`src/common/cache_proto_pkg.sv`:
```
package cache_proto_pkg;

  // ------------------------------
  // cache geometry
  // ------------------------------
  // the pseudo-LRU tree is 3 bits, so the way count stays at 4
  localparam int NUM_WAYS = 4;
  localparam int WAY_W    = 2;

  // ------------------------------
  // channel encodings
  // ------------------------------
  // core request opcodes
  typedef enum logic [1:0] {
    CORE_RD  = 2'd0,
    CORE_RFO = 2'd1,
    CORE_WB  = 2'd2
  } core_op_t;

  // memory request opcodes
  typedef enum logic [1:0] {
    MEM_RD  = 2'd0,
    MEM_RFO = 2'd1,
    MEM_WB  = 2'd2
  } mem_op_t;

  // core response codes
  typedef enum logic {
    RSP_OKAY  = 1'b0,
    RSP_ERROR = 1'b1
  } core_rsp_t;

endpackage

```
`src/common/cache_state_pkg.sv`:
```
package cache_state_pkg;

  // ------------------------------
  // block state
  // ------------------------------
  typedef enum logic [1:0] {
    INVALID   = 2'd0,
    EXCLUSIVE = 2'd1,
    MODIFIED  = 2'd2
  } blk_state_t;

  // ------------------------------
  // controller phases
  // ------------------------------
  // one core request in flight, walked through these in order
  typedef enum logic [2:0] {
    IDLE       = 3'd0,
    LOOKUP     = 3'd1,
    EVICT_REQ  = 3'd2,
    EVICT_WAIT = 3'd3,
    FILL_REQ   = 3'd4,
    FILL_WAIT  = 3'd5,
    SEND_RSP   = 3'd6
  } ctrl_phase_t;

endpackage

```
`src/hw/cache_array/data_array.sv`:
```
`timescale 1ns/100ps

module data_array import cache_proto_pkg::*; #(
  parameter int BLK_W    = 64,
  parameter int NUM_SETS = 4,
  localparam int IDX_W   = $clog2(NUM_SETS)
) (
  input  logic             clk,
  input  logic [IDX_W-1:0] set_idx,
  input  logic [WAY_W-1:0] rd_way,
  input  logic             data_wr_en,
  input  logic [WAY_W-1:0] data_wr_way,
  input  logic [BLK_W-1:0] data_wr_data,
  output logic [BLK_W-1:0] rd_data
);

  // one block per set and way
  logic [BLK_W-1:0] blk_q [NUM_SETS][NUM_WAYS];

  // ------------------------------
  // write port
  // ------------------------------
  always_ff @(posedge clk) begin
    if (data_wr_en) begin
      blk_q[set_idx][data_wr_way] <= data_wr_data;
    end
  end

  // ------------------------------
  // read port
  // ------------------------------
  // combinational, old data until the write edge
  assign rd_data = blk_q[set_idx][rd_way];

endmodule

```
`src/hw/cache_array/tag_array.sv`:
```
`timescale 1ns/100ps

module tag_array import cache_proto_pkg::*; import cache_state_pkg::*; #(
  parameter int ADDR_W   = 6,
  parameter int NUM_SETS = 4,
  localparam int IDX_W   = $clog2(NUM_SETS),
  localparam int TAG_W   = ADDR_W - IDX_W
) (
  input  logic                           clk,
  input  logic                           rst_n,
  input  logic [IDX_W-1:0]               set_idx,
  input  logic [TAG_W-1:0]               lookup_tag,
  input  logic                           tag_wr_en,
  input  logic [WAY_W-1:0]               tag_wr_way,
  input  blk_state_t                     tag_wr_state,
  output logic                           lookup_hit,
  output logic [WAY_W-1:0]               hit_way,
  output logic                           free_valid,
  output logic [WAY_W-1:0]               free_way,
  output blk_state_t [NUM_WAYS-1:0]      way_state,
  output logic [NUM_WAYS-1:0][TAG_W-1:0] way_tag
);

  blk_state_t       state_q [NUM_SETS][NUM_WAYS];
  logic [TAG_W-1:0] tag_q   [NUM_SETS][NUM_WAYS];

  // ------------------------------
  // storage
  // ------------------------------
  always_ff @(posedge clk or negedge rst_n) begin
    if (!rst_n) begin
      for (int s = 0; s < NUM_SETS; s++) begin
        for (int w = 0; w < NUM_WAYS; w++) begin
          state_q[s][w] <= INVALID;
        end
      end
    end else if (tag_wr_en) begin
      state_q[set_idx][tag_wr_way] <= tag_wr_state;
    end
  end

  always_ff @(posedge clk) begin
    if (tag_wr_en) begin
      tag_q[set_idx][tag_wr_way] <= lookup_tag;
    end
  end

  // ------------------------------
  // lookup
  // ------------------------------
  // walk from the top way down so the lowest free way wins
  always_comb begin
    lookup_hit = 1'b0;
    hit_way    = '0;
    free_valid = 1'b0;
    free_way   = '0;
    for (int w = NUM_WAYS - 1; w >= 0; w--) begin
      way_state[w] = state_q[set_idx][w];
      way_tag[w]   = tag_q[set_idx][w];
      if (state_q[set_idx][w] == INVALID) begin
        free_valid = 1'b1;
        free_way   = WAY_W'(w);
      end else if (tag_q[set_idx][w] == lookup_tag) begin
        lookup_hit = 1'b1;
        hit_way    = WAY_W'(w);
      end
    end
  end

endmodule

```
`src/hw/cache_ctrl.sv`:
```
`timescale 1ns/100ps

module cache_ctrl import cache_proto_pkg::*; import cache_state_pkg::*; #(
  parameter int ADDR_W   = 6,
  parameter int BLK_W    = 64,
  parameter int NUM_SETS = 4,
  localparam int IDX_W   = $clog2(NUM_SETS),
  localparam int TAG_W   = ADDR_W - IDX_W
) (
  input  logic                           clk,
  input  logic                           rst_n,

  // core request / response
  input  logic                           cdreq_valid,
  input  core_op_t                       cdreq_op,
  input  logic [ADDR_W-1:0]              cdreq_addr,
  input  logic [BLK_W-1:0]               cdreq_data,
  output logic                           cdreq_ready,
  output logic                           cursp_valid,
  output core_rsp_t                      cursp_rsp,
  output logic [BLK_W-1:0]               cursp_data,
  input  logic                           cursp_ready,

  // memory request / response
  output logic                           sdreq_valid,
  output mem_op_t                        sdreq_op,
  output logic [ADDR_W-1:0]              sdreq_addr,
  output logic [BLK_W-1:0]               sdreq_data,
  input  logic                           sdreq_ready,
  input  logic                           sursp_valid,
  input  logic [BLK_W-1:0]               sursp_data,
  output logic                           sursp_ready,

  // lookup results
  input  logic                           lookup_hit,
  input  logic [WAY_W-1:0]               hit_way,
  input  logic                           free_valid,
  input  logic [WAY_W-1:0]               free_way,
  input  logic [WAY_W-1:0]               victim_way,
  input  blk_state_t [NUM_WAYS-1:0]      way_state,
  input  logic [NUM_WAYS-1:0][TAG_W-1:0] way_tag,
  input  logic [BLK_W-1:0]               rd_data,

  // array and replacement control
  output logic [IDX_W-1:0]               set_idx,
  output logic [TAG_W-1:0]               lookup_tag,
  output logic                           tag_wr_en,
  output logic [WAY_W-1:0]               tag_wr_way,
  output blk_state_t                     tag_wr_state,
  output logic                           data_wr_en,
  output logic [WAY_W-1:0]               data_wr_way,
  output logic [BLK_W-1:0]               data_wr_data,
  output logic [WAY_W-1:0]               rd_way,
  output logic                           touch_en,
  output logic [WAY_W-1:0]               touch_way
);

  ctrl_phase_t       phase_q;
  ctrl_phase_t       phase_d;
  core_op_t          req_op_q;
  logic [ADDR_W-1:0] req_addr_q;
  logic [BLK_W-1:0]  req_data_q;
  logic [WAY_W-1:0]  tgt_way_q;
  logic              rsp_err_q;

  logic              req_xfer;
  logic              rsp_xfer;
  logic              mreq_xfer;
  logic              mrsp_xfer;
  logic              fill_xfer;
  logic [WAY_W-1:0]  lookup_way;
  logic              victim_dirty;

  assign req_xfer  = cdreq_valid && cdreq_ready;
  assign rsp_xfer  = cursp_valid && cursp_ready;
  assign mreq_xfer = sdreq_valid && sdreq_ready;
  assign mrsp_xfer = sursp_valid && sursp_ready;
  assign fill_xfer = mrsp_xfer && (phase_q == FILL_WAIT);

  // ------------------------------
  // request buffer
  // ------------------------------
  always_ff @(posedge clk) begin
    if (req_xfer) begin
      req_op_q   <= cdreq_op;
      req_addr_q <= cdreq_addr;
      req_data_q <= cdreq_data;
    end
  end

  assign set_idx    = req_addr_q[IDX_W-1:0];
  assign lookup_tag = req_addr_q[ADDR_W-1:IDX_W];

  // target way: hit, else lowest free, else plru victim
  assign lookup_way   = lookup_hit ? hit_way : (free_valid ? free_way : victim_way);
  assign victim_dirty = !free_valid && (way_state[victim_way] == MODIFIED);

  // ------------------------------
  // phase controller
  // ------------------------------
  always_comb begin
    phase_d = phase_q;
    case (phase_q)
      IDLE: begin
        if (req_xfer) phase_d = LOOKUP;
      end
      LOOKUP: begin
        // WB miss answers ERROR without touching memory
        if (lookup_hit || (req_op_q == CORE_WB)) begin
          phase_d = SEND_RSP;
        end else if (victim_dirty) begin
          phase_d = EVICT_REQ;
        end else begin
          phase_d = FILL_REQ;
        end
      end
      EVICT_REQ: begin
        if (mreq_xfer) phase_d = EVICT_WAIT;
      end
      EVICT_WAIT: begin
        if (mrsp_xfer) phase_d = FILL_REQ;
      end
      FILL_REQ: begin
        if (mreq_xfer) phase_d = FILL_WAIT;
      end
      FILL_WAIT: begin
        if (mrsp_xfer) phase_d = SEND_RSP;
      end
      SEND_RSP: begin
        if (rsp_xfer) phase_d = IDLE;
      end
      default: phase_d = IDLE;
    endcase
  end

  always_ff @(posedge clk or negedge rst_n) begin
    if (!rst_n) begin
      phase_q   <= IDLE;
      tgt_way_q <= '0;
      rsp_err_q <= 1'b0;
    end else begin
      phase_q <= phase_d;
      if (phase_q == LOOKUP) begin
        tgt_way_q <= lookup_way;
        rsp_err_q <= (req_op_q == CORE_WB) && !lookup_hit;
      end
    end
  end

  // ------------------------------
  // channel payloads
  // ------------------------------
  assign cdreq_ready = (phase_q == IDLE);
  assign sursp_ready = (phase_q == EVICT_WAIT) || (phase_q == FILL_WAIT);

  assign cursp_valid = (phase_q == SEND_RSP);
  assign cursp_rsp   = rsp_err_q ? RSP_ERROR : RSP_OKAY;
  assign cursp_data  = rd_data;

  // eviction carries the victim's own address and data
  assign sdreq_valid = (phase_q == EVICT_REQ) || (phase_q == FILL_REQ);
  assign sdreq_op    = (phase_q == EVICT_REQ) ? MEM_WB :
                       (req_op_q == CORE_RFO) ? MEM_RFO : MEM_RD;
  assign sdreq_addr  = (phase_q == EVICT_REQ) ? {way_tag[tgt_way_q], set_idx} : req_addr_q;
  assign sdreq_data  = (phase_q == EVICT_REQ) ? rd_data : '0;

  assign rd_way = tgt_way_q;

  // ------------------------------
  // array and plru updates
  // ------------------------------
  // fill installs the block, RFO and WB hits go MODIFIED on the response
  assign tag_wr_en    = fill_xfer || (rsp_xfer && !rsp_err_q && (req_op_q != CORE_RD));
  assign tag_wr_way   = tgt_way_q;
  assign tag_wr_state = (req_op_q == CORE_RD) ? EXCLUSIVE : MODIFIED;

  assign data_wr_en   = fill_xfer || (rsp_xfer && !rsp_err_q && (req_op_q == CORE_WB));
  assign data_wr_way  = tgt_way_q;
  assign data_wr_data = (phase_q == FILL_WAIT) ? sursp_data : req_data_q;

  assign touch_en  = rsp_xfer && !rsp_err_q;
  assign touch_way = tgt_way_q;

endmodule

```
`src/hw/cache_top.sv`:
```
`timescale 1ns/100ps

module cache_top import cache_proto_pkg::*; import cache_state_pkg::*; #(
  parameter int ADDR_W   = 6,
  parameter int BLK_W    = 64,
  parameter int NUM_SETS = 4
) (
  input  logic              clk,
  input  logic              rst_n,

  input  logic              cdreq_valid,
  input  core_op_t          cdreq_op,
  input  logic [ADDR_W-1:0] cdreq_addr,
  input  logic [BLK_W-1:0]  cdreq_data,
  output logic              cdreq_ready,

  output logic              cursp_valid,
  output core_rsp_t         cursp_rsp,
  output logic [BLK_W-1:0]  cursp_data,
  input  logic              cursp_ready,

  output logic              sdreq_valid,
  output mem_op_t           sdreq_op,
  output logic [ADDR_W-1:0] sdreq_addr,
  output logic [BLK_W-1:0]  sdreq_data,
  input  logic              sdreq_ready,

  input  logic              sursp_valid,
  input  logic [BLK_W-1:0]  sursp_data,
  output logic              sursp_ready
);

  localparam int IDX_W = $clog2(NUM_SETS);
  localparam int TAG_W = ADDR_W - IDX_W;

  // ------------------------------
  // lookup and array wires
  // ------------------------------
  logic [IDX_W-1:0]                set_idx;
  logic [TAG_W-1:0]                lookup_tag;
  logic                            lookup_hit;
  logic [WAY_W-1:0]                hit_way;
  logic                            free_valid;
  logic [WAY_W-1:0]                free_way;
  logic [WAY_W-1:0]                victim_way;
  blk_state_t [NUM_WAYS-1:0]       way_state;
  logic [NUM_WAYS-1:0][TAG_W-1:0]  way_tag;

  logic                            tag_wr_en;
  logic [WAY_W-1:0]                tag_wr_way;
  blk_state_t                      tag_wr_state;

  logic                            data_wr_en;
  logic [WAY_W-1:0]                data_wr_way;
  logic [BLK_W-1:0]                data_wr_data;
  logic [WAY_W-1:0]                rd_way;
  logic [BLK_W-1:0]                rd_data;

  logic                            touch_en;
  logic [WAY_W-1:0]                touch_way;

  cache_ctrl #(
    .ADDR_W   (ADDR_W),
    .BLK_W    (BLK_W),
    .NUM_SETS (NUM_SETS)
  ) u_ctrl (
    .clk          (clk),
    .rst_n        (rst_n),
    .cdreq_valid  (cdreq_valid),
    .cdreq_op     (cdreq_op),
    .cdreq_addr   (cdreq_addr),
    .cdreq_data   (cdreq_data),
    .cdreq_ready  (cdreq_ready),
    .cursp_valid  (cursp_valid),
    .cursp_rsp    (cursp_rsp),
    .cursp_data   (cursp_data),
    .cursp_ready  (cursp_ready),
    .sdreq_valid  (sdreq_valid),
    .sdreq_op     (sdreq_op),
    .sdreq_addr   (sdreq_addr),
    .sdreq_data   (sdreq_data),
    .sdreq_ready  (sdreq_ready),
    .sursp_valid  (sursp_valid),
    .sursp_data   (sursp_data),
    .sursp_ready  (sursp_ready),
    .lookup_hit   (lookup_hit),
    .hit_way      (hit_way),
    .free_valid   (free_valid),
    .free_way     (free_way),
    .victim_way   (victim_way),
    .way_state    (way_state),
    .way_tag      (way_tag),
    .rd_data      (rd_data),
    .set_idx      (set_idx),
    .lookup_tag   (lookup_tag),
    .tag_wr_en    (tag_wr_en),
    .tag_wr_way   (tag_wr_way),
    .tag_wr_state (tag_wr_state),
    .data_wr_en   (data_wr_en),
    .data_wr_way  (data_wr_way),
    .data_wr_data (data_wr_data),
    .rd_way       (rd_way),
    .touch_en     (touch_en),
    .touch_way    (touch_way)
  );

  tag_array #(
    .ADDR_W   (ADDR_W),
    .NUM_SETS (NUM_SETS)
  ) u_tag (
    .clk          (clk),
    .rst_n        (rst_n),
    .set_idx      (set_idx),
    .lookup_tag   (lookup_tag),
    .tag_wr_en    (tag_wr_en),
    .tag_wr_way   (tag_wr_way),
    .tag_wr_state (tag_wr_state),
    .lookup_hit   (lookup_hit),
    .hit_way      (hit_way),
    .free_valid   (free_valid),
    .free_way     (free_way),
    .way_state    (way_state),
    .way_tag      (way_tag)
  );

  data_array #(
    .BLK_W    (BLK_W),
    .NUM_SETS (NUM_SETS)
  ) u_data (
    .clk          (clk),
    .set_idx      (set_idx),
    .rd_way       (rd_way),
    .data_wr_en   (data_wr_en),
    .data_wr_way  (data_wr_way),
    .data_wr_data (data_wr_data),
    .rd_data      (rd_data)
  );

  plru_repl #(
    .NUM_SETS (NUM_SETS)
  ) u_plru (
    .clk        (clk),
    .rst_n      (rst_n),
    .set_idx    (set_idx),
    .touch_en   (touch_en),
    .touch_way  (touch_way),
    .victim_way (victim_way)
  );

endmodule

```
`src/hw/plru_repl.sv`:
```
`timescale 1ns/100ps

module plru_repl import cache_proto_pkg::*; #(
  parameter int NUM_SETS = 4,
  localparam int IDX_W   = $clog2(NUM_SETS)
) (
  input  logic             clk,
  input  logic             rst_n,
  input  logic [IDX_W-1:0] set_idx,
  input  logic             touch_en,
  input  logic [WAY_W-1:0] touch_way,
  output logic [WAY_W-1:0] victim_way
);

  // tree bits per set
  // bit 2 picks the half, bit 1 covers ways 0/1, bit 0 covers ways 2/3
  logic [2:0] tree_q [NUM_SETS];
  logic [2:0] tree;

  assign tree = tree_q[set_idx];

  // ------------------------------
  // victim selection
  // ------------------------------
  assign victim_way[1] = tree[2];
  assign victim_way[0] = tree[2] ? tree[0] : tree[1];

  // ------------------------------
  // touch update
  // ------------------------------
  // point every node on the path away from the touched way
  always_ff @(posedge clk or negedge rst_n) begin
    if (!rst_n) begin
      for (int s = 0; s < NUM_SETS; s++) begin
        tree_q[s] <= 3'b000;
      end
    end else if (touch_en) begin
      tree_q[set_idx][2] <= ~touch_way[1];
      if (touch_way[1]) begin
        tree_q[set_idx][0] <= ~touch_way[0];
      end else begin
        tree_q[set_idx][1] <= ~touch_way[0];
      end
    end
  end

endmodule

```
`config.mk`:
```
export PLATFORM = sky130hd
export DESIGN_NAME = cache_top
export DESIGN_NICKNAME = d
export VERILOG_FILES = /design/src/common/cache_proto_pkg.sv /design/src/common/cache_state_pkg.sv /design/src/hw/cache_array/data_array.sv /design/src/hw/cache_array/tag_array.sv /design/src/hw/cache_ctrl.sv /design/src/hw/cache_top.sv /design/src/hw/plru_repl.sv
export SDC_FILE = /design/constraint.sdc
export NUM_CORES = 1
export LEC_CHECK = 0
export BUFFER_PORTS_ARGS = -buffer_cell sky130_fd_sc_hd__buf_2
export CAP_MARGIN = 20
export CORE_ASPECT_RATIO = 1.4
export CORE_UTILIZATION = 60
export CTS_BUF_LIST = sky130_fd_sc_hd__clkbuf_16
export CTS_CLUSTER_DIAMETER = 200
export CTS_CLUSTER_SIZE = 40
export DETAILED_ROUTE_END_ITERATION = 8
export GPL_ROUTABILITY_DRIVEN = 1
export GPL_TIMING_DRIVEN = 0
export PLACE_DENSITY = 0.79
export SYNTH_ARGS = -nofsm -noshare
export SYNTH_HDL_FRONTEND = slang
export SYNTH_HIERARCHICAL = 1
export SYNTH_SLANG_ARGS = --single-unit
```
`constraint.sdc`:
```
create_clock -name clk -period 18.2 [get_ports clk]
set_input_delay 0.91 -clock clk [delete_from_list [all_inputs] [get_ports clk]]
set_output_delay 0.91 -clock clk [all_outputs]
set_load 0.03 [all_outputs]
```
==> impl_metrics.py, run 1 <==
metrics = {
    "die": {
        "dieArea_um2": 80900,
        "initial_core_util": 0.606,
        "die_h_um": 336,
        "core_area_um2": 78900,
        "io_pins": 283,
        "die_w_um": 241,
        "num_rows": 122,
    },
    "logic_synthesis": {
        "netlist_instances": 2220,
        "synthAdderAreaFrac": 0,
        "synth_edf_count": 1160,
        "synthXorXnorAreaFrac": 0.00311,
        "syn_area_um2": 47800,
        "synth.mux.area_fraction": 0.165,
        "synth_top_family_by_area": "multiplexers",
        "synth-simple-area-share": 0.0274,
        "ys_types": 53,
        "synth_area_per_cell_um2": 21.5,
        "syn_nets": 2362,
        "synthArstFlopShare": 0.0413,
        "yosysWarnings": 6,
        "yosys_register_bits": 1210,
        "yosys_most_used_dff": "edfxtp_1",
        "synth_compound_area_frac": 0.0230,
        "ys_seq_area_frac": 0.754,
    },
    "placement": {
        "hpwl_um": 74900,
        "io_buffers": 282,
        "gp_congestion": 0.812,
        "dp_cells": 3626,
    },
    "sta": {
        "rsz0062_at_grt": "no",
        "fmax_mhz": 199,
        "hold_violations": 0,
        "clock_skew_ns": 0.0563,
        "fin_tns_setup_ns": 0,
        "fin_crit_ns": 5.03,
        "finalCritPeriodShare": 0.276,
        "worst_pin_slew_ns": 1.18,
        "report.final.slew_viol_count": 0,
        "finalSetupViolCount": 0,
        "max-slew-margin-rel": 0.207,
    },
    "critical_path": {
        "crit_type": "register to output pin",
        "r2r_slack_ns": 14.04,
        "worstSetupEndpointType": "output pin",
        "crit_arrival_ns": 4.12,
        "critPathMaxFanout": 12,
        "cp-start-kind": "register",
        "cp_data_required_time_ns": 17.29,
    },
    "drt": {
        "via_count": 24000,
        "avgRoutedWirePerCell_um": 30.1,
        "drt_pre_antenna_iters": 7,
        "drt_wl_total_um": 111000,
        "vias_per_cell": 6.53,
        "ant_nets": 0,
        "drt_iter0_markers": 2764,
        "route.detailed.drc": 0,
    },
    "power_and_ir_drop": {
        "ir_drop_mv": 0.139,
        "p_int_uw": 4370,
        "powerDensity_nw_per_um2": 119,
        "pwr-share-clk": 0.179,
        "p_switching_uw": 1930,
        "combPwrFrac": 0.277,
        "swShare": 0.306,
        "p_leak_uw": 0.0177,
        "seqPwrFrac": 0.544,
    },
    "clocking": {
        "cts_sinks": 1210,
        "cts_tree": "done",
        "postCtsSetupBuffers": 0,
        "cts.clk_slew.worst_paths_ns": 0.14,
        "h-tree-depth": 2,
        "cts-buffers-inserted": 36,
        "clk_path_buf_depth": 3,
        "cts-root-buf": "clkbuf_16",
        "holdBufCountCts": 0,
        "worstSkewPairLatency_ns": 0.64,
        "cts-resized-gates": 0,
    },
    "global_route": {
        "grt_pass1_wl_um": 159000,
        "grt_pass1_vias": 24500,
        "track_usage": 0.277,
        "antenna_found_initial": 1,
        "grt_max_degree": 51,
        "overflow": 0,
    },
    "job": {
        "max_cap_violations": 0,
    },
    "finish": {
        "drive_gt1_frac": 0.358,
        "areaGrowthSynthToFinish_pct": 10.7,
        "layout_common_cells": "1160 x edfxtp_1, 309 x buf_2, 281 x mux4_2, 127 x a22oi_1, 80 x buf_4",
        "final_nets": 2754,
        "layoutNonFillerInstCount": 3679,
        "final_common_cell": "edfxtp_1",
    },
    "outcome": {
        "status": "finished, final reports clean",
    },
    "min_path": {
        "hold_class": "primary input to async pin",
    },
}
==> path summary, 6_finish.rpt <==
path | from | endpoint | depth (start not counted)
setup / recovery | u_ctrl/data_wr_way[1] | sdreq_data[14] | 9
min in group clk | cdreq_data[35] | u_ctrl/req_data_q[35] | 1
hold / removal | rst_n | u_tag/state_q[7] | 1
hold reg to reg | u_tag/state_q[27] | u_tag/state_q[27] | 1
setup reg to reg | u_ctrl/phase_q[1] | u_data/blk_q[0][207] | 11
max in group asynchronous | rst_n | u_plru/tree_q[6] | 2
==> cells by family (layout without fill, tap and decap cells) <==
kind of cell	after synthesis	after routing
mux	402	402
xor+xnor	17	17
other cells	0	1
compound gates	149	149
simple gates	240	240
buf+inv	202	606
flops	1210	1210
==> flip-flops by register name, summed over array words and instances, names as in the netlist <==
signal	flops
u_data/blk_q	1024
u_ctrl/req_op_q	2
u_ctrl/phase_q	3
u_ctrl/req_addr_q	6
u_ctrl/data_wr_way	2
u_tag/state_q	32
u_plru/tree_q	12
u_ctrl/rsp_err_q	1
u_ctrl/req_data_q	64
u_tag/tag_q	64
==> Yosys cell counts (2+ instances only) <==
library cell / count / area share
nor2b_1: 7 / 0.00092
o21ai_0: 6 / 0.00063
and2_1: 66 / 0.0086
mux4_2: 281 / 0.13
clkbuf_1: 49 / 0.0038
nand3b_1: 6 / 0.00094
dfrtp_1: 50 / 0.026
a22o_1: 2 / 0.00037
mux2_4: 39 / 0.012
buf_2: 27 / 0.0028
nor3_1: 11 / 0.0012
nor3_2: 3 / 0.00063
mux2_2: 65 / 0.015
nand2_1: 71 / 0.0056
buf_1: 8 / 0.00063
mux4_1: 6 / 0.0033
xnor2_1: 12 / 0.0022
nand2b_1: 9 / 0.0012
buf_4: 79 / 0.012
a21o_1: 3 / 0.00047
and3b_1: 2 / 0.00037
or3_1: 2 / 0.00026
a22oi_1: 127 / 0.020
buf_6: 23 / 0.0054
inv_1: 15 / 0.0012
xor2_1: 5 / 0.00092
and4bb_2: 2 / 0.00052
nor3_4: 2 / 0.00068
nand4b_1: 3 / 0.00055
mux2i_1: 11 / 0.0023
edfxtp_1: 1160 / 0.73
or3b_2: 3 / 0.00055
nand3_1: 6 / 0.00063
nor2_1: 38 / 0.0030
a21oi_1: 3 / 0.00031
==> area by class of cell <==
class,instances,area (µm²)
sequential,1210,36100
fill,4844,26000
multi-input combinational,808,10600
timing repair buffer,354,2690
tap,1054,1320
buffer,187,1220
clock buffer,37,926
clock inverter,13,75.1
inverter,15,56.3
antenna,1,2.50
==> worst max-delay path, cell delays in order, from the launching register on <==
cell and delay [ns]:
dfrtp_1 0.76, buf_4 0.21, buf_2 0.26, nor2b_1 0.17, clkbuf_1 0.59, clkbuf_1 0.65
a22oi_1 0.25, nand2_1 0.25, and2_1 0.16, buf_2 0.19
==> power groups by stage <==
stage                     clock (µW)  combinational (µW)  sequential [µW]
after CTS                       1140                1750             3430
after detailed placement           0                1740             3490
after global placement             0                1660             3500
after global routing            1220                1840             3440
final                           1130                1750             3430
after floorplan                    0                1170             3480
==> stage by stage <==
step / power [µW] / hold slack, ns / area, µm² / worst slack (ns) / util
6_report: 6310 / 0.165 / 53000 / 13.17 / 0.671
5_1_grt: 6500 / 0.163 / 53000 / 13.07 / 0.671
3_5_place_dp: 5230 / 0.486 / 51900 / 13.95 / 0.658
2_1_floorplan: 4640 / 0.444 / 47800 / 11.42 / -
3_3_place_gp: 5150 / 0.457 / 50600 / 6.18 / 0.641
4_1_cts: 6320 / 0.411 / 52900 / 13.24 / 0.671
==> metal layers <==
metal | routed length, µm | track usage | share of wire | vias to the layer above
li1 | - | - | - | 9801
met1 | 39000 | 0.351 | 0.35 | 12500
met2 | 59400 | 0.492 | 0.54 | 1451
met3 | 8480 | 0.0368 | 0.077 | 222
met4 | 3800 | 0.0951 | 0.034 | 0
met5 | 0 | 0 | 0 | -
Note: power is estimated with default switching activity, not from simulation.
==> inputs of run 2 (changes only) <==
==> constraint.sdc (replaced) <==
create_clock -name clk -period 5.3 [get_ports clk]
set_input_delay 0.265 -clock clk [delete_from_list [all_inputs] [get_ports clk]]
set_output_delay 0.265 -clock clk [all_outputs]
set_load 0.03 [all_outputs]
==> impl_metrics.py, run 2 (synthesis results as in run 1) <==
metrics = {
    "sta": {
        "clock_skew_ns": 0.0480,
        "fin_crit_ns": 4.49,
        "rsz0062_at_grt": "no",
        "max-slew-margin-rel": 0.153,
        "report.final.slew_viol_count": 0,
        "finalSetupViolCount": 0,
        "finalCritPeriodShare": 0.848,
        "fmax_mhz": 223,
        "holdWs_ns": 0.0308,
        "worst_pin_slew_ns": 1.27,
        "hold_violations": 0,
    },
    "clocking": {
        "cts-root-buf": "clkbuf_16",
        "holdBufCountCts": 76,
        "h-tree-depth": 2,
        "cts.clk_slew.worst_paths_ns": 0.14,
        "cts-buffers-inserted": 36,
        "postCtsSetupBuffers": 0,
        "cts_tree": "done",
        "cts_sinks": 1210,
        "cts-resized-gates": 0,
        "worstSkewPairLatency_ns": 0.65,
        "clk_path_buf_depth": 3,
    },
    "die": {
        "core_area_um2": 78900,
        "num_rows": 122,
        "io_pins": 283,
        "die_w_um": 241,
        "initial_core_util": 0.606,
        "die_h_um": 336,
        "dieArea_um2": 80900,
    },
    "placement": {
        "io_buffers": 282,
        "gp_congestion": 0.830,
        "hpwl_um": 74200,
    },
    "global_route": {
        "overflow": 0,
        "grt_max_degree": 60,
        "track_usage": 0.279,
        "antenna_found_initial": 1,
        "grt_pass1_vias": 24900,
        "grt_pass1_wl_um": 160000,
    },
    "critical_path": {
        "cpMaxStageDelayCell": "nor2_1",
        "ff2ff_path_depth": 9,
        "r2r_slack_ns": 1.30,
        "critPathLaunch": "u_ctrl/data_wr_way[1]",
        "r2r-start": "u_ctrl/phase_q[1]",
        "r2r-end": "u_data/blk_q[2][215]",
        "critPathMaxFanout": 12,
        "cp_slowest_stage_delay_ns": 0.97,
        "cp-start-kind": "register",
        "worstPathCellList": "buf_4 > buf_2 > nor2_1 > clkbuf_1 > a22oi_1 > nand2_1 > and2_1 > buf_2",
        "crit_path_end": "sdreq_data[54]",
        "crit_arrival_ns": 4.23,
        "cp_data_required_time_ns": 5.04,
        "crit_type": "register to output pin",
        "crit_path_frequent_cell": "buf_2",
        "worstSetupEndpointType": "output pin",
    },
    "finish": {
        "regMostFlops": "u_data/blk_q",
        "final_nets": 2815,
        "largest_reg_flops": 1024,
        "n_antenna_cell": 0,
        "post-route-util": 0.682,
        "n_fill_cell": 4723,
        "drive_gt1_frac": 0.344,
        "reg_top3": "u_data/blk_q (1024), u_ctrl/req_data_q (64), u_tag/tag_q (64)",
        "final_common_cell": "edfxtp_1",
        "areaGrowthSynthToFinish_pct": 12.6,
        "layout_common_cells": "1160 x edfxtp_1, 309 x buf_2, 281 x mux4_2, 127 x a22oi_1, 79 x buf_4",
    },
    "job": {
        "max_cap_violations": 0,
    },
    "drt": {
        "avgRoutedWirePerCell_um": 29.9,
        "ant_nets": 0,
        "drt_pre_antenna_iters": 6,
        "vias_per_cell": 6.44,
        "via_count": 24100,
        "drt_wl_total_um": 112000,
        "drt_iter0_markers": 2634,
        "route.detailed.drc": 0,
    },
    "power_and_ir_drop": {
        "ir_drop_mv": 0.413,
        "powerDensity_nw_per_um2": 403,
        "p_leak_uw": 0.0180,
    },
    "outcome": {
        "status": "finished, final reports clean",
    },
    "min_path": {
        "hold_class": "primary input to async pin",
    },
}
[run 2: cell types whose count changed in the layout (fill, tap and decap cells not counted), sizes merged]
cell	previous run	this run
diode	1	0
inv	27	28
clkbuf	86	87
buf	492	476
dlygate4sd3	0	76
[run 2: how the worst min path moves through the flow]
| stage | start | to | cells past startpoint |
|---|---|---|---|
| floorplan | rst_n | u_ctrl/data_wr_way[0] | 0 |
| finish | rst_n | u_tag/state_q[29] | 2 |
| CTS | sursp_data[55] | u_data/blk_q[1][119] | 2 |
| global route | rst_n | u_tag/state_q[29] | 2 |
| detailed placement | cdreq_data[33] | u_ctrl/req_data_q[33] | 1 |
| global placement | cdreq_data[15] | u_ctrl/req_data_q[15] | 1 |
[run 2: report_power, final]
part	internal, µW	total [µW]	switching (µW)
registers	11600	11800	186
logic	2170	6040	3870
clock network	1300	3890	2580
[run 2: layout make-up]
| type | count | area (µm²) | share of cell area |
|---|---|---|---|
| multi-input combinational | 808 | 10600 | 0.197 |
| tap | 1054 | 1320 | 0.0245 |
| inverter | 15 | 56.3 | 0.00105 |
| clock buffer | 37 | 926 | 0.0172 |
| buffer | 187 | 1220 | 0.0226 |
| clock inverter | 14 | 78.8 | 0.00146 |
| sequential | 1210 | 36100 | 0.670 |
| timing repair buffer | 415 | 3550 | 0.0659 |
[run 2: metrics by stage]
stage	instance area [µm²]	setup slack, ns	std cells	total power [µW]	setup TNS, ns
2_1_floorplan	47900	0.251	2220	15900	0
4_1_cts	53800	0.952	3738	21700	0
5_1_grt	53800	0.813	3740	22400	0
6_report	53800	0.806	3740	21700	0
3_3_place_gp	50600	-3.04	3556	17700	-2694.45
3_5_place_dp	52100	1.37	3611	18000	0
[run 2: layer usage]
metal	track usage	vias up	part of all wire
li1	-	9923	-
met1	0.342	12600	0.35
met2	0.502	1334	0.54
met3	0.0329	225	0.073
met4	0.117	0	0.042
met5	0	-	0
[run 2: critical path, delay by kind of cell, from the launching register on]
kind,cells,cell delay (ns)
compound gates,1,0.32
buf+inv,4,1.30
flops,1,0.64
simple gates,3,1.32
==> inputs of run 3 (changes only) <==
--- a/config.mk
+++ b/config.mk
@@ -8,14 +8,14 @@
 export BUFFER_PORTS_ARGS = -buffer_cell sky130_fd_sc_hd__buf_2
 export CAP_MARGIN = 20
 export CORE_ASPECT_RATIO = 1.4
-export CORE_UTILIZATION = 60
+export CORE_UTILIZATION = 55
 export CTS_BUF_LIST = sky130_fd_sc_hd__clkbuf_16
 export CTS_CLUSTER_DIAMETER = 200
 export CTS_CLUSTER_SIZE = 40
 export DETAILED_ROUTE_END_ITERATION = 8
 export GPL_ROUTABILITY_DRIVEN = 1
 export GPL_TIMING_DRIVEN = 0
-export PLACE_DENSITY = 0.79
+export PLACE_DENSITY = 0.76
 export SYNTH_ARGS = -nofsm -noshare
 export SYNTH_HDL_FRONTEND = slang
 export SYNTH_HIERARCHICAL = 1
==> constraint.sdc (replaced) <==
create_clock -name clk -period 3.9 [get_ports clk]
set_input_delay 0.195 -clock clk [delete_from_list [all_inputs] [get_ports clk]]
set_output_delay 0.195 -clock clk [all_outputs]
set_load 0.03 [all_outputs]
==> impl_metrics.py, run 3 (synthesis results as in run 1) <==
metrics = {
    "global_route": {
        "overflow": 0,
        "grt_max_degree": 52,
        "grt_pass1_wl_um": 161000,
        "track_usage": 0.254,
        "antenna_found_initial": 0,
        "grt_pass1_vias": 24800,
    },
    "finish": {
        "drive_gt1_frac": 0.355,
        "final_nets": 2847,
        "reg_top3": "u_data/blk_q (1024), u_ctrl/req_data_q (64), u_tag/tag_q (64)",
        "areaGrowthSynthToFinish_pct": 13.5,
        "fin_area_um2": 54300,
        "final_common_cell": "edfxtp_1",
        "regMostFlops": "u_data/blk_q",
        "layoutNonFillerInstCount": 3880,
        "layout_common_cells": "1160 x edfxtp_1, 315 x buf_2, 281 x mux4_2, 127 x a22oi_1, 103 x dlygate4sd3_1",
        "largest_reg_flops": 1024,
    },
    "sta": {
        "fmax_mhz": 263,
        "worst_pin_slew_ns": 1.10,
        "max-slew-margin-rel": 0.264,
        "hold_violations": 0,
        "holdWs_ns": 0.0137,
        "finalCritPeriodShare": 0.973,
        "fin_crit_ns": 3.80,
        "fin_tns_setup_ns": 0,
        "rsz0062_at_grt": "no",
        "clock_skew_ns": 0.0410,
        "report.final.slew_viol_count": 0,
        "finalSetupViolCount": 0,
    },
    "critical_path": {
        "worstSetupEndpointType": "output pin",
        "cp-start-kind": "register",
        "critPathBufInv": 4,
        "worstPathCellList": "buf_4 > buf_4 > clkbuf_1 > mux4_2 > a22oi_1 > nand2_1 > and2_1 > buf_2",
        "crit_path_frequent_cell": "buf_4",
        "cp_data_required_time_ns": 3.70,
        "crit_cells": 8,
        "critPathMaxFanout": 11,
        "crit_arrival_ns": 3.60,
        "ff2ff_path_depth": 9,
        "crit_type": "register to output pin",
        "cp_top_family": "buffers and inverters",
        "cpMaxStageDelayCell": "clkbuf_1",
        "r2r_slack_ns": 0.13,
        "cp_slowest_stage_delay_ns": 0.76,
    },
    "placement": {
        "hpwl_um": 73200,
        "placed_cell_area_um2": 52100,
        "gp_congestion": 0.834,
        "io_buffers": 282,
        "dp_cells": 3718,
    },
    "outcome": {
        "status": "finished, final reports clean",
    },
    "drt": {
        "drt_wl_total_um": 111000,
        "drt_pre_antenna_iters": 6,
        "avgRoutedWirePerCell_um": 28.7,
        "via_count": 24100,
        "vias_per_cell": 6.21,
        "ant_nets": 0,
        "drt_iter0_markers": 2508,
        "route.detailed.drc": 0,
    },
    "min_path": {
        "hold_class": "primary input to register",
        "holdPathStages": 2,
    },
    "clocking": {
        "cts_tree": "done",
        "worstSkewPairLatency_ns": 0.65,
        "cts-buffers-inserted": 36,
        "h-tree-depth": 2,
        "cts-root-buf": "clkbuf_16",
        "cts_sinks": 1210,
        "clk_path_buf_depth": 3,
        "cts.clk_slew.worst_paths_ns": 0.14,
    },
    "power_and_ir_drop": {
        "ir_drop_mv": 0.623,
        "p_leak_uw": 0.0183,
        "powerDensity_nw_per_um2": 544,
    },
    "die": {
        "die_h_um": 351,
        "initial_core_util": 0.556,
        "num_rows": 127,
        "die_w_um": 251,
        "core_area_um2": 86000,
        "dieArea_um2": 88200,
        "io_pins": 283,
    },
    "job": {
        "max_cap_violations": 0,
    },
}
run 3: stage by stage:
| stage | worst slack (ns) | total power (µW) | util |
|---|---|---|---|
| CTS | 0.00169 | 29600 | 0.630 |
| finish | 0.104 | 29500 | 0.631 |
| floorplan | -0.930 | 21700 | - |
| global placement | -4.43 | 24000 | 0.590 |
| detailed placement | -0.0262 | 24400 | 0.606 |
| global route | 0.0199 | 30500 | 0.631 |
run 3: routing by layer:
layer	vias up	GRT usage	share of wire
met1	12700	0.321	0.36
met3	184	0.0332	0.076
met5	-	0	0
li1	9989	-	-
met4	0	0.0725	0.027
met2	1256	0.460	0.54
run 3: path summary, 6_finish.rpt:
check / endpoint / startpoint
worst min-delay path: u_data/blk_q[0][176] / sursp_data[48]
worst max register to register: u_data/blk_q[3][80] / u_ctrl/phase_q[1]
worst min register to register: u_plru/tree_q[5] / u_plru/tree_q[5]
min in group asynchronous: u_tag/state_q[3] / rst_n
max in group asynchronous: u_plru/tree_q[3] / rst_n
worst max-delay path: sdreq_data[7] / u_ctrl/req_addr_q[1]
run 3: area by class of cell:
| class | count | area, µm² |
|---|---|---|
| Buffer | 186 | 1250 |
| Inverter | 15 | 56.3 |
| Sequential cell | 1210 | 36100 |
| Tap cell | 1161 | 1450 |
| Antenna cell | 1 | 2.50 |
| Clock buffer | 37 | 926 |
| Fill cell | 5604 | 31700 |
| Clock inverter | 14 | 78.8 |
| Timing Repair Buffer | 448 | 3800 |
| Multi-Input combinational cell | 808 | 10600 |
run 3: timing repair:
| item | CTS | global route |
|---|---|---|
| endpoints found under the setup margin | 143 | 88 |
| gates resized for setup | 31 | 9 |
| hold endpoints to repair | 500 | 8 |
| setup buffers | 0 | 7 |
| hold buffers | 102 | 1 |
| pin swaps | 0 | 2 |
run 3: where the power goes:
part	internal, µW	total [µW]	switching, µW	leakage [µW]
Combinational	3000	8250	5260	0.00665
Clock	1770	5270	3500	0.000537
Sequential	15700	16000	243	0.0111
Total	20500	29500	9000	0.0183
